==> src/verilog/playfield_defs.svh <==
// widths assume a 64K-word video RAM of 16-bit words; the pixel group size must stay a power of two
`ifndef PLAYFIELD_DEFS_SVH
`define PLAYFIELD_DEFS_SVH

// video RAM port
`define PF_ADDR_W       16      // word address, 64K words
`define PF_WORD_W       16      // data word

// pixel path
`define PF_COLOR_W      8       // colour index into the palette
`define PF_GROUP_PIX    8       // pixels built from one fetched group

// horizontal timing
`define PF_HRES_W       11      // h_count and window edge width
`define PF_FETCH_LEAD   16      // counts from left edge to first scanout cycle, covers a 6 cycle fetch

`endif

==> src/verilog/playfield_pkg.sv <==
// shared playfield types; bpp code 3 has no name and is decoded as 8 bpp by the datapath
`include "playfield_defs.svh"

package playfield_pkg;

typedef enum logic [1:0] {
    BPP_1_ATTR = 2'd0,                          // 1 word per group, fg/bg nibbles in upper byte
    BPP_4      = 2'd1,                          // 2 words per group
    BPP_8      = 2'd2                           // 4 words per group
} bpp_e;

typedef enum logic [3:0] {
    FETCH_IDLE   = 4'h0,                        // waiting for line fetch
    FETCH_ADDR   = 4'h1,                        // first request of a group, stalls on full buffer
    FETCH_WAIT   = 4'h2,                        // memory latency slot
    FETCH_READ_0 = 4'h3,                        // capture word 0
    FETCH_READ_1 = 4'h4,                        // capture word 1
    FETCH_READ_2 = 4'h5,                        // capture word 2
    FETCH_READ_3 = 4'h6                         // capture word 3
} fetch_state_e;

typedef struct packed {
    logic                       blank;          // playfield off, border only
    bpp_e                       bpp;            // colour depth
    logic [`PF_COLOR_W-1:0]     colorbase;      // xor'd into every pixel
    logic [1:0]                 h_repeat;       // extra cycles per pixel
    logic [1:0]                 v_repeat;       // extra repeats per line
    logic [`PF_ADDR_W-1:0]      start_addr;     // first line of the frame
    logic [`PF_WORD_W-1:0]      line_len;       // words between line starts
} pf_cfg_t;

typedef struct packed {
    logic [`PF_HRES_W-1:0]      h_count;        // horizontal counter
    logic [`PF_HRES_W-1:0]      vid_left;       // left edge of visible area
    logic [`PF_HRES_W-1:0]      vid_right;      // right edge +1
    logic                       mem_fetch;      // fetch window
    logic                       mem_fetch_start;// strobe at start of line fetch
    logic                       end_of_line;    // strobe
    logic                       end_of_frame;   // strobe
} vid_timing_t;

typedef struct packed {
    logic                       sel;            // read strobe
    logic [`PF_ADDR_W-1:0]      addr;           // word address
} vram_rd_t;

typedef struct packed {
    logic [3:0]                 cap;            // one-hot word slot strobe
    logic [`PF_WORD_W-1:0]      data;           // word to store in that slot
    logic                       ready;          // all words of the group stored
} word_cap_t;

endpackage

==> src/verilog/line_addr_gen.sv <==
// blank or end_of_frame wins over end_of_line; cfg changes take effect at the next reload only
`timescale 1ns/1ps
`include "playfield_defs.svh"

module line_addr_gen (
    input  logic                            clk,
    input  logic                            reset_i,
    input  playfield_pkg::pf_cfg_t          cfg_i,
    input  playfield_pkg::vid_timing_t      timing_i,
    output logic [`PF_ADDR_W-1:0]           line_start_o    // first word of current line
);

logic [`PF_ADDR_W-1:0]  line_start;
logic [1:0]             v_cnt;          // lines left before stepping

always_ff @(posedge clk) begin
    if (reset_i || cfg_i.blank || timing_i.end_of_frame) begin
        line_start <= cfg_i.start_addr;                 // top of frame
        v_cnt      <= cfg_i.v_repeat;
    end else if (timing_i.end_of_line) begin
        if (v_cnt != 2'd0) begin
            v_cnt      <= v_cnt - 1'b1;                 // show same data again
        end else begin
            v_cnt      <= cfg_i.v_repeat;
            line_start <= line_start + cfg_i.line_len;  // next display line
        end
    end
end

assign line_start_o = line_start;

endmodule

==> src/verilog/playfield_fetch_ctrl.sv <==
// issues one vram read per cycle with fixed one-cycle latency; no wait states are supported
`timescale 1ns/1ps
`include "playfield_defs.svh"

module playfield_fetch_ctrl (
    input  logic                            clk,
    input  logic                            reset_i,
    input  playfield_pkg::pf_cfg_t          cfg_i,
    input  playfield_pkg::vid_timing_t      timing_i,
    input  logic [`PF_ADDR_W-1:0]           line_start_i,   // start of current display line
    input  logic                            buf_full_i,     // pixel buffer still holds a group
    input  logic [`PF_WORD_W-1:0]           vram_data_i,
    output playfield_pkg::vram_rd_t         vram_rd_o,
    output playfield_pkg::word_cap_t        word_cap_o
);

playfield_pkg::fetch_state_e    fetch_state, fetch_state_next;
logic [`PF_ADDR_W-1:0]          disp_addr, disp_addr_next;  // next display word to read
logic                           req_next;                   // issue a read this cycle
logic                           ready_q, ready_next;        // group complete
logic                           rd_sel;
logic [`PF_ADDR_W-1:0]          rd_addr;
logic                           wide;                       // 4 or 8 bpp, second word needed
logic                           deep;                       // 8 bpp, four words needed
logic [3:0]                     cap_slot;

always_comb begin
    wide             = (cfg_i.bpp != playfield_pkg::BPP_1_ATTR);
    deep             = wide && (cfg_i.bpp != playfield_pkg::BPP_4);    // code 3 acts as 8 bpp
    fetch_state_next = fetch_state;
    disp_addr_next   = disp_addr;
    req_next         = 1'b0;
    ready_next       = 1'b0;

    case (fetch_state)
        playfield_pkg::FETCH_IDLE: begin
            if (timing_i.mem_fetch) begin
                fetch_state_next = playfield_pkg::FETCH_ADDR;
            end
        end
        playfield_pkg::FETCH_ADDR: begin
            // a group still on its way into the buffer counts as full
            if (!buf_full_i && !ready_q) begin
                req_next         = 1'b1;                        // word 0
                fetch_state_next = playfield_pkg::FETCH_WAIT;
            end
        end
        playfield_pkg::FETCH_WAIT: begin
            req_next         = wide;                            // word 1
            fetch_state_next = playfield_pkg::FETCH_READ_0;
        end
        playfield_pkg::FETCH_READ_0: begin
            req_next         = deep;                            // word 2
            ready_next       = !wide;
            fetch_state_next = wide ? playfield_pkg::FETCH_READ_1 : playfield_pkg::FETCH_ADDR;
        end
        playfield_pkg::FETCH_READ_1: begin
            req_next         = deep;                            // word 3
            ready_next       = !deep;
            fetch_state_next = deep ? playfield_pkg::FETCH_READ_2 : playfield_pkg::FETCH_ADDR;
        end
        playfield_pkg::FETCH_READ_2: begin
            fetch_state_next = playfield_pkg::FETCH_READ_3;
        end
        playfield_pkg::FETCH_READ_3: begin
            ready_next       = 1'b1;
            fetch_state_next = playfield_pkg::FETCH_ADDR;
        end
        default: begin
            fetch_state_next = playfield_pkg::FETCH_IDLE;
        end
    endcase

    if (req_next) begin
        disp_addr_next = disp_addr + 1'b1;                      // one word per request
    end
end

always_ff @(posedge clk) begin
    if (reset_i) begin
        fetch_state <= playfield_pkg::FETCH_IDLE;
        disp_addr   <= '0;
        rd_sel      <= 1'b0;
        ready_q     <= 1'b0;
    end else if (timing_i.end_of_line) begin
        fetch_state <= playfield_pkg::FETCH_IDLE;               // abandon any partial group
        rd_sel      <= 1'b0;
        ready_q     <= 1'b0;
    end else if (timing_i.mem_fetch_start) begin
        fetch_state <= playfield_pkg::FETCH_ADDR;               // restart at the line start
        disp_addr   <= line_start_i;
        rd_sel      <= 1'b0;
        ready_q     <= 1'b0;
    end else begin
        fetch_state <= fetch_state_next;
        disp_addr   <= disp_addr_next;
        rd_sel      <= req_next;
        ready_q     <= ready_next;
    end
end

always_ff @(posedge clk) begin
    if (req_next) begin
        rd_addr <= disp_addr;                                   // held until the next request
    end
end

// each read state takes the word requested two states earlier
always_comb begin
    cap_slot[0] = (fetch_state == playfield_pkg::FETCH_READ_0);
    cap_slot[1] = (fetch_state == playfield_pkg::FETCH_READ_1);
    cap_slot[2] = (fetch_state == playfield_pkg::FETCH_READ_2);
    cap_slot[3] = (fetch_state == playfield_pkg::FETCH_READ_3);
end

assign vram_rd_o  = {rd_sel, rd_addr};
assign word_cap_o = {cap_slot, vram_data_i, ready_q};

endmodule

==> src/verilog/pixel_expand.sv <==
// expansion follows cfg bpp at load time, so depth must not change while a group is in flight
`timescale 1ns/1ps
`include "playfield_defs.svh"

module pixel_expand (
    input  logic                                        clk,
    input  logic                                        reset_i,
    input  playfield_pkg::pf_cfg_t                      cfg_i,
    input  playfield_pkg::vid_timing_t                  timing_i,
    input  playfield_pkg::word_cap_t                    word_cap_i,
    input  logic                                        buf_take_i,     // scanout took the buffer
    output logic [`PF_GROUP_PIX-1:0][`PF_COLOR_W-1:0]   pix_buf_o,      // [7] is shown first
    output logic                                        buf_full_o
);

logic [3:0][`PF_WORD_W-1:0]                 words;      // captured words, slot 0 leftmost
logic [`PF_GROUP_PIX-1:0][`PF_COLOR_W-1:0]  group;      // expanded pixels
logic                                       buf_full;

always_ff @(posedge clk) begin
    for (int i = 0; i < 4; i++) begin
        if (word_cap_i.cap[i]) begin
            words[i] <= word_cap_i.data;
        end
    end
end

always_comb begin
    group = '0;
    case (cfg_i.bpp)
        playfield_pkg::BPP_1_ATTR: begin
            // bit set picks foreground nibble 15:12, clear picks background 11:8
            for (int i = 0; i < `PF_GROUP_PIX; i++) begin
                group[i] = {4'h0, words[0][i] ? words[0][15:12] : words[0][11:8]};
            end
        end
        playfield_pkg::BPP_4: begin
            for (int i = 0; i < 4; i++) begin
                group[7-i] = {4'h0, words[0][15-4*i -: 4]};     // msb nibble first
                group[3-i] = {4'h0, words[1][15-4*i -: 4]};
            end
        end
        default: begin
            // 8 bpp and the unnamed code 3
            for (int i = 0; i < 4; i++) begin
                group[7-2*i] = words[i][15:8];                  // high byte first
                group[6-2*i] = words[i][7:0];
            end
        end
    endcase
end

always_ff @(posedge clk) begin
    if (word_cap_i.ready) begin
        pix_buf_o <= group;
    end
end

always_ff @(posedge clk) begin
    if (reset_i) begin
        buf_full <= 1'b0;
    end else if (timing_i.mem_fetch_start) begin
        buf_full <= 1'b0;               // drop leftovers of previous line
    end else if (word_cap_i.ready) begin
        buf_full <= 1'b1;
    end else if (buf_take_i) begin
        buf_full <= 1'b0;
    end
end

assign buf_full_o = buf_full;

endmodule

==> src/verilog/pixel_scanout.sv <==
// window edges are offset by the fetch lead; an empty buffer at group end shows border pixels
`timescale 1ns/1ps
`include "playfield_defs.svh"

module pixel_scanout (
    input  logic                                        clk,
    input  logic                                        reset_i,
    input  playfield_pkg::pf_cfg_t                      cfg_i,
    input  playfield_pkg::vid_timing_t                  timing_i,
    input  logic [`PF_COLOR_W-1:0]                      border_color_i,
    input  logic [`PF_GROUP_PIX-1:0][`PF_COLOR_W-1:0]   pix_buf_i,
    input  logic                                        buf_full_i,
    output logic                                        buf_take_o,     // one cycle, buffer moved
    output logic [`PF_COLOR_W-1:0]                      pf_color_index_o
);

localparam int                      pix_x_w    = $clog2(`PF_GROUP_PIX);
localparam logic [`PF_HRES_W-1:0]   fetch_lead = `PF_FETCH_LEAD;

logic                                       scanout;        // pixels being shown
logic [1:0]                                 h_cnt;          // repeat countdown of head pixel
logic [pix_x_w-1:0]                         pix_x;          // head position in group
logic [`PF_GROUP_PIX-1:0][`PF_COLOR_W-1:0]  shifter;        // [7] is on screen
logic [`PF_GROUP_PIX-1:0][`PF_COLOR_W-1:0]  next_group;
logic                                       scan_start;
logic                                       scan_end;
logic                                       group_end;      // last cycle of eighth pixel

always_comb begin
    scan_start = timing_i.mem_fetch && !cfg_i.blank &&
                 (timing_i.h_count == timing_i.vid_left + fetch_lead);
    scan_end   = (timing_i.h_count >= timing_i.vid_right + fetch_lead);
    group_end  = scanout && (h_cnt == 2'd0) && (&pix_x);
    next_group = buf_full_i ? pix_buf_i : {`PF_GROUP_PIX{border_color_i}};
    buf_take_o = buf_full_i && (scan_start || group_end);
end

always_ff @(posedge clk) begin
    if (reset_i) begin
        scanout <= 1'b0;
        h_cnt   <= '0;
        pix_x   <= '0;
    end else begin
        if (scan_start) begin
            scanout <= 1'b1;
            h_cnt   <= cfg_i.h_repeat;
            pix_x   <= '0;
        end else if (scanout) begin
            if (h_cnt != 2'd0) begin
                h_cnt <= h_cnt - 1'b1;              // hold pixel
            end else begin
                h_cnt <= cfg_i.h_repeat;
                pix_x <= pix_x + 1'b1;              // wraps at group end
            end
        end
        if (scan_end || timing_i.end_of_line || cfg_i.blank) begin
            scanout <= 1'b0;                        // right edge, border from here on
        end
    end
end

always_ff @(posedge clk) begin
    if (scan_start || group_end) begin
        shifter <= next_group;
    end else if (scanout && h_cnt == 2'd0) begin
        shifter <= {shifter[`PF_GROUP_PIX-2:0], border_color_i};   // next pixel to head
    end
end

assign pf_color_index_o = (scanout ? shifter[`PF_GROUP_PIX-1] : border_color_i) ^ cfg_i.colorbase;

endmodule

==> src/verilog/video_playfield.sv <==
// expects mem_fetch_start at least 8 counts before vid_left + lead, and cfg held stable per frame
`timescale 1ns/1ps
`include "playfield_defs.svh"

module video_playfield (
    input  logic                            clk,
    input  logic                            reset_i,
    input  playfield_pkg::vid_timing_t      timing_i,       // from video timing generator
    input  playfield_pkg::pf_cfg_t          cfg_i,
    input  logic [`PF_COLOR_W-1:0]          border_color_i,
    output playfield_pkg::vram_rd_t         vram_rd_o,
    input  logic [`PF_WORD_W-1:0]           vram_data_i,
    output logic [`PF_COLOR_W-1:0]          pf_color_index_o
);

logic [`PF_ADDR_W-1:0]                      line_start;     // line_addr_gen to fetch
playfield_pkg::word_cap_t                   word_cap;       // fetch to expander
logic [`PF_GROUP_PIX-1:0][`PF_COLOR_W-1:0]  pix_buf;        // expander to scanout
logic                                       buf_full;
logic                                       buf_take;       // scanout back to expander

line_addr_gen u_line_addr (
    .clk            (clk),
    .reset_i        (reset_i),
    .cfg_i          (cfg_i),
    .timing_i       (timing_i),
    .line_start_o   (line_start)
);

playfield_fetch_ctrl u_fetch_ctrl (
    .clk            (clk),
    .reset_i        (reset_i),
    .cfg_i          (cfg_i),
    .timing_i       (timing_i),
    .line_start_i   (line_start),
    .buf_full_i     (buf_full),
    .vram_data_i    (vram_data_i),
    .vram_rd_o      (vram_rd_o),
    .word_cap_o     (word_cap)
);

pixel_expand u_expand (
    .clk            (clk),
    .reset_i        (reset_i),
    .cfg_i          (cfg_i),
    .timing_i       (timing_i),
    .word_cap_i     (word_cap),
    .buf_take_i     (buf_take),
    .pix_buf_o      (pix_buf),
    .buf_full_o     (buf_full)
);

pixel_scanout u_scanout (
    .clk                (clk),
    .reset_i            (reset_i),
    .cfg_i              (cfg_i),
    .timing_i           (timing_i),
    .border_color_i     (border_color_i),
    .pix_buf_i          (pix_buf),
    .buf_full_i         (buf_full),
    .buf_take_o         (buf_take),
    .pf_color_index_o   (pf_color_index_o)
);

endmodule

==> config.mk <==
export PLATFORM = sky130hd
export DESIGN_NAME = video_playfield
export DESIGN_NICKNAME = d
export VERILOG_FILES = /design/src/verilog/playfield_pkg.sv /design/src/verilog/line_addr_gen.sv /design/src/verilog/playfield_fetch_ctrl.sv /design/src/verilog/pixel_expand.sv /design/src/verilog/pixel_scanout.sv /design/src/verilog/video_playfield.sv
export VERILOG_INCLUDE_DIRS = /design/src /design/src/verilog
export SDC_FILE = /design/constraint.sdc
export NUM_CORES = 1
export LEC_CHECK = 0
export ABC_AREA = 1
export BUFFER_PORTS_ARGS = -buffer_cell sky130_fd_sc_hd__buf_2
export CAP_MARGIN = 15
export CELL_PAD_IN_SITES_DETAIL_PLACEMENT = 1
export CELL_PAD_IN_SITES_GLOBAL_PLACEMENT = 2
export CORE_MARGIN = 5
export CORE_UTILIZATION = 39
export CTS_CLUSTER_DIAMETER = 150
export CTS_CLUSTER_SIZE = 30
export DETAILED_ROUTE_END_ITERATION = 12
export PLACE_DENSITY_LB_ADDON = 0.1
export SYNTH_ARGS = -nofsm -noshare
export SYNTH_HDL_FRONTEND = slang
export SYNTH_HIERARCHICAL = 1
export SYNTH_SLANG_ARGS = --single-unit
==> constraint.sdc <==
create_clock -name clk -period 7.2 [get_ports clk]
set_clock_uncertainty 0.1 [all_clocks]
set_input_delay 1.44 -clock clk [delete_from_list [all_inputs] [get_ports clk]]
set_output_delay 1.44 -clock clk [all_outputs]
set_load 0.05 [all_outputs]
# ---- Word-level counts from Yosys, hierarchy flattened
# Cells that the tools add are included.
dict set report op_classes {
  eq_ne 14
  n_bitwise 3
  mux 35
  reduce_logical 40
  n_addsub 7
  magnitude_cmp 1
}
# cell n
set ops {}
lappend ops {{$mux 64} 3}
lappend ops {{$pmux 64 s2} 1}
lappend ops {{$mux 16} 5}
lappend ops {{$mux 4} 10}
lappend ops {{$pmux 4 s7} 1}
lappend ops {{$add 11x5->11 const B} 2}
lappend ops {{$add 16x1->16 const B} 1}
lappend ops {{$add 16x16->16} 1}
lappend ops {{$reduce_bool 2->1} 8}
lappend ops {{$eq 4x3->1 const B} 3}
lappend ops {{$mux 2} 6}
lappend ops {{$eq 11x11->1} 1}
lappend ops {{$ge 11x11->1} 1}
lappend ops {{$reduce_and 2->1} 5}
lappend ops {{$reduce_or 2->1} 5}
lappend ops {{$eq 4x2->1 const B} 2}
lappend ops {{$mux 8} 1}
lappend ops {{$xor 8x8->8} 1}
lappend ops {{$logic_and 1x1->1} 7}
lappend ops {{$mux 3} 2}
lappend ops {{$ne 2x1->1 const B} 3}
lappend ops {{$pmux 1 s3} 2}
lappend ops {{$logic_not 1->1} 5}
lappend ops {{$logic_or 1x1->1} 5}
lappend ops {{13 further kinds} 19}
dict set report totals {
  elab_cells 132
  regBits 255
}

# ---- Longest topological paths before layout
dict set report depth {
  depth_word 7
  mapped_depth 14
  depth_no_buf 14
}

# ---- Hierarchy
# The synthesis kept the hierarchy.
# module seq_area_each_um2 instances area_per_inst_um2 cells_per_inst
set by_module_without_submodules {}
lappend by_module_without_submodules {pixel_expand 3863.7 1 5321.4 488}
lappend by_module_without_submodules {pixel_scanout 2042.0 1 4440.5 607}
lappend by_module_without_submodules {playfield_fetch_ctrl 900.9 1 2175.8 312}
lappend by_module_without_submodules {line_addr_gen 540.5 1 1705.4 249}

# ---- Least setup slack after synthesis
# Ideal clock, no wire load.
dict set report synth_timing {
  kind {input to register}
  from {input port timing_i[19] in the netlist's numbering}
  to {register u_scanout/shifter[0] in the netlist's numbering (enable)}
  setup_ns 0.424
  arrival_ns 3.667
  required_ns 6.676
  cell_stages 8
  path_buffers 0
  path_slack_ns 3.009
  path_cell_list {ha_1 -> inv_1 -> nand2_1 -> nand2_1 -> nand3_1 -> nor2_1 -> nand4_4 -> nand2_1}
}
dict set report synth_via {
  elab_chain_len 5
}
# element line_no
set synth_rtl {}
lappend synth_rtl {{start, declared} video_playfield.sv:8} ;# input playfield_pkg::vid_timing_t timing_i,
lappend synth_rtl {{$add 11x5->11} pixel_scanout.sv:31} ;# (timing_i.h_count == timing_i.vid_left + fetch_lead);
lappend synth_rtl {{$eq 11x11->1} pixel_scanout.sv:31}
lappend synth_rtl {{$logic_and 1x1->1} pixel_scanout.sv:30} ;# scan_start = timing_i.mem_fetch && !cfg_i.blank &&
lappend synth_rtl {{$logic_or 1x1->1} pixel_scanout.sv:63} ;# if (scan_start || group_end) begin
lappend synth_rtl {{$reduce_bool 2->1 (no source line)} --}
lappend synth_rtl {{end signal, assigned} pixel_scanout.sv:64} ;# shifter <= next_group;
lappend synth_rtl {{end signal, assigned} pixel_scanout.sv:66} ;# shifter <= {shifter[`PF_GROUP_PIX-2:0], border_color_i};
lappend synth_rtl {{end, declared} pixel_scanout.sv:23} ;# logic [`PF_GROUP_PIX-1:0][`PF_COLOR_W-1:0] shifter;
# Every way passes these cells.
# A chain may end at the register's enable or synchronous reset.

# ---- Worst setup path after layout
dict set report layout_timing {
  from {input port timing_i[19] in the netlist's numbering}
  to {register u_scanout/shifter[60] in the netlist's numbering, data pin}
}
dict set report layout_via {
  elab_chain_len 5
}
# element line_no
set layout_rtl {}
lappend layout_rtl {{$add 11x5->11} pixel_scanout.sv:31}
lappend layout_rtl {{$eq 11x11->1} pixel_scanout.sv:31}
lappend layout_rtl {{$logic_and 1x1->1} pixel_scanout.sv:30}
lappend layout_rtl {{$logic_or 1x1->1} pixel_scanout.sv:63}
lappend layout_rtl {{$mux 64} pixel_scanout.sv:63}
# Every way passes these cells.

==> metrics.md <==
| Metric | Value |
|---|---|
| Vias | `roughly 11000` |
| Die width | `approximately 200 um` |
| Share of cells above drive strength 1 | `0.129` |
| Max Fanout on Critical Path | `56` |
| WHS | `about 0.38 ns` |
| Worst R2R End | `u_scanout/shifter[60]` |
| WL/cell | `16.8 um` |
| Layout area overhead | `9.31%` |
| FF-to-FF setup slack | `4.44 ns` |
| GR Overflow Total | `0` |
| GRT Overall Usage | `0.189` |
| CTS tree | `yes` |
| HPWL after DPL | `around 28000 um` |
| Register-to-Register Path Depth | `6` |
| Post-route cell area | `roughly 15000 um2` |
| Vias in the first global route | `approximately 11000` |
| Critical path endpoint | `u_scanout/shifter[60]` |
| Status | `complete, no violations` |
| Area of the multi-input gates | `5160 um2` |
| R2r startpoint | `u_scanout/scanout` |
| Synth Instances | `1656` |
| Endpoints failing setup | `0` |
| Hold Buf Count CTS | `0` |
| First-pass GRT wire length | `around 59000 um` |
| Final setup TNS | `0 ns` |
| Total die area | `between 30000 and 40000 um2` |
| Fill cells | `about 4300` |
| Synth top area cells | `edfxtp_1, nand2_1, nand3_1` |
| DRT Pass-1 Iters | `5` |
| Initial antenna violation count | `0` |
| Initial Util | `0.395` |
| Synth area leader | `edfxtp_1` |
| CTS Root Cell | `clkbuf_16` |
| Fin worst setup slack | `approximately 3.3 ns` |
| Synth Area per Inst | `roughly 8 um2` |
| Max clock buf depth | `3` |
| Max-cap violations | `0` |
| CP Capture Type | `flip-flop` |
| Register area | `~7300 um2` |
| Post-route DRC | `0` |
| Max-slew violations | `0` |
| Setup bufs post-CTS | `0` |
| Sequential area share after synthesis | `0.539` |
| Leakage | `between 0.006 and 0.007 uW` |
| Worst slew margin | `0.260` |
| CP startpoint | `timing_i[19]` |
| Unrepaired setup endpoints after global routing | `no` |
| Largest net degree at the start of global routing | `70` |
| Peak VDD IR | `between 150 and 200 uV` |
| Row Count | `between 60 and 70` |
| Synth cell types | `45` |
| Port buffer count | `approximately 130` |
| Fin. Hold Viols | `0` |
| Power density over cell area | `between 150 and 200 nW/um2` |
| Peak Freq | `0.258 GHz` |
| CP arrival | `between 4 and 5 ns` |
| Final worst path period share | `0.539` |
| Ports | `about 140` |
| Vias per cell | `4.76` |
| TritonCTS buffer count | `12` |
| Synthesized net count | `between 1500 and 2000` |
| Core Box Area | `roughly 35000 um2` |
| Clock Latency Late Sink | `roughly 0.5 ns` |
| Hold WC Path Type | `flip-flop to flip-flop` |
| Final #Nets | `roughly 1900` |
| CTS Sinks | `254` |
| Number of synthesized register bits | `between 200 and 300` |
| Gpl congestion | `slightly above 0.8` |
| Diode count | `0` |
| Critical Path Start Type | `input pin` |
| Cell Area, Synth | `about 14000 um2` |
| Crit path time final | `~3.9 ns` |
| Clock Pin Slew Worst Setup and Hold Paths | `~0.12 ns` |
| Die Y | `slightly below 200 um` |
| CTS resizes | `0` |
| Req. time, crit path | `~7.4 ns` |
| Routed wire length | `approximately 37000 um` |
| Synth Warn # | `6` |
| Kind of critical path | `input pin to flip-flop` |
| Area after DPL | `around 15000 um2` |
| Post-route ant nets | `0` |
| DRT iter0 DRCs | `between 500 and 600` |
| Setup Slack @ Placement | `approximately 2.8 ns` |
| Top cell type's share of synthesized area | `0.497` |
| Tot Pwr | `about 2800 uW` |
| H-tree levels | `1` |
| Worst-Margin Slew | `1.11 ns` |
area by class of cell:
cell class | instances | area share
sequential | 254 | 0.493
timing repair buffer | 142 | 0.0495
inverter | 194 | 0.0488
clock buffer | 19 | 0.0233
clock inverter | 1 | 0.00109
multi-input combinational | 1143 | 0.346
tap | 455 | 0.0382
worst min path at each step:
| stage | from | endpoint | slack (ns) | cells past startpoint |
|---|---|---|---|---|
| 2_1_floorplan | u_fetch_ctrl/disp_addr[15] | u_fetch_ctrl/rd_addr[15] | 0.33 | 0 |
| 3_3_place_gp | u_scanout/pix_x[2] | u_scanout/pix_x[2] | 0.35 | 2 |
| 3_5_place_dp | u_scanout/pix_x[1] | u_scanout/pix_x[1] | 0.36 | 2 |
| 4_1_cts | u_scanout/pix_x[1] | u_scanout/pix_x[1] | 0.38 | 2 |
| 5_1_grt | u_fetch_ctrl/disp_addr[1] | u_fetch_ctrl/rd_addr[1] | 0.41 | 0 |
| 6_report | u_scanout/pix_x[2] | u_scanout/pix_x[2] | 0.38 | 2 |
where the power goes:
part | leakage, uW | internal, uW | switching, uW | total (uW)
clock network | 0.000175 | 346 | 467 | 813
registers | 0.00230 | 1620 | 25.3 | 1650
logic | 0.00449 | 128 | 256 | 385
cells in the final DEF (no fill, tap or decap), types with 3 or more instances in the layout:
cell type  Yosys  routed
clkbuf_1      11       6
xor2_1        14      14
nor3_1         5       4
nand3_2        4       4
o21ai_0        8       8
xnor2_1       10      10
or2_2          3       3
buf_4         21       7
clkbuf_16      0      13
inv_1        153     153
clkinv_1       5       5
buf_2         18     134
o21ai_1        6       6
nand3_1      127     127
nand2_2       10      11
dfxtp_1       28      26
edfxtp_1     226     226
inv_2         36      36
nor2_1        89      87
nand2_1      775     774
nand3b_1       6       6
a21oi_1       18      18
nand4_1        7       7
nor2_2         3       5
ha_1          31      31
cell families after synthesis:
logic type	Yosys count	share of synthesized area
flops	254	0.539
simple gates	1041	0.312
buf+inv	259	0.0847
xor+xnor	24	0.0154
compound gates	46	0.0194
fa+ha+maj	32	0.0299
per-layer routing:
metal	track usage	routed length (um)
met1	0.304	19700
met2	0.282	15400
met3	0.0176	1350
met4	0.0298	506
met5	0	0
Yosys cell counts, drive strengths merged:
library cell,count
o22ai,1
a21oi,19
nor2,93
o21bai,1
nor3,7
nand2,786
xnor2,10
dfxtp,28
o31ai,3
o221ai,1
fa,1
a211oi,2
a31oi,2
ha,31
o21a,2
clkbuf,11
clkinv,5
o21ai,14
inv,189
and3,1
or2,5
xor2,14
and2,2
nand4,9
nand3b,6
nand3,131
buf,54
nand2b,1
edfxtp,226
a21boi,1
stage by stage:
step,util,cells
floorplan,-,1656
global placement,0.421,2187
detailed placement,0.421,2188
CTS,0.432,2208
global route,0.432,2208
finish,0.432,2208
registers in the layout, summed over array words and instances, names as in the netlist:
signal and flops:
u_expand/buf_full_o 1, u_fetch_ctrl/disp_addr 16, u_scanout/h_cnt 2, u_scanout/pix_x 3
u_expand/words 64, u_fetch_ctrl/rd_addr 16, u_fetch_ctrl/rd_sel 1, u_line_addr/line_start_o 16
u_scanout/scanout 1, u_scanout/shifter 64, u_expand/pix_buf_o 64, u_fetch_ctrl/ready_q 1
u_line_addr/v_cnt 2, u_fetch_ctrl/fetch_state 3
critical path, stage by stage:
cell and delay, ns:
buf_2 0.13, ha_1 0.30, inv_1 0.06, nand2_1 0.04
nand2_1 0.05, nand3_1 0.07, nor2_1 0.22, nand4_4 0.19
nand2_2 0.36, buf_4 0.42, inv_2 0.46, nand2_1 0.19
nand2_1 0.07
(Power assumes the default switching activity.)
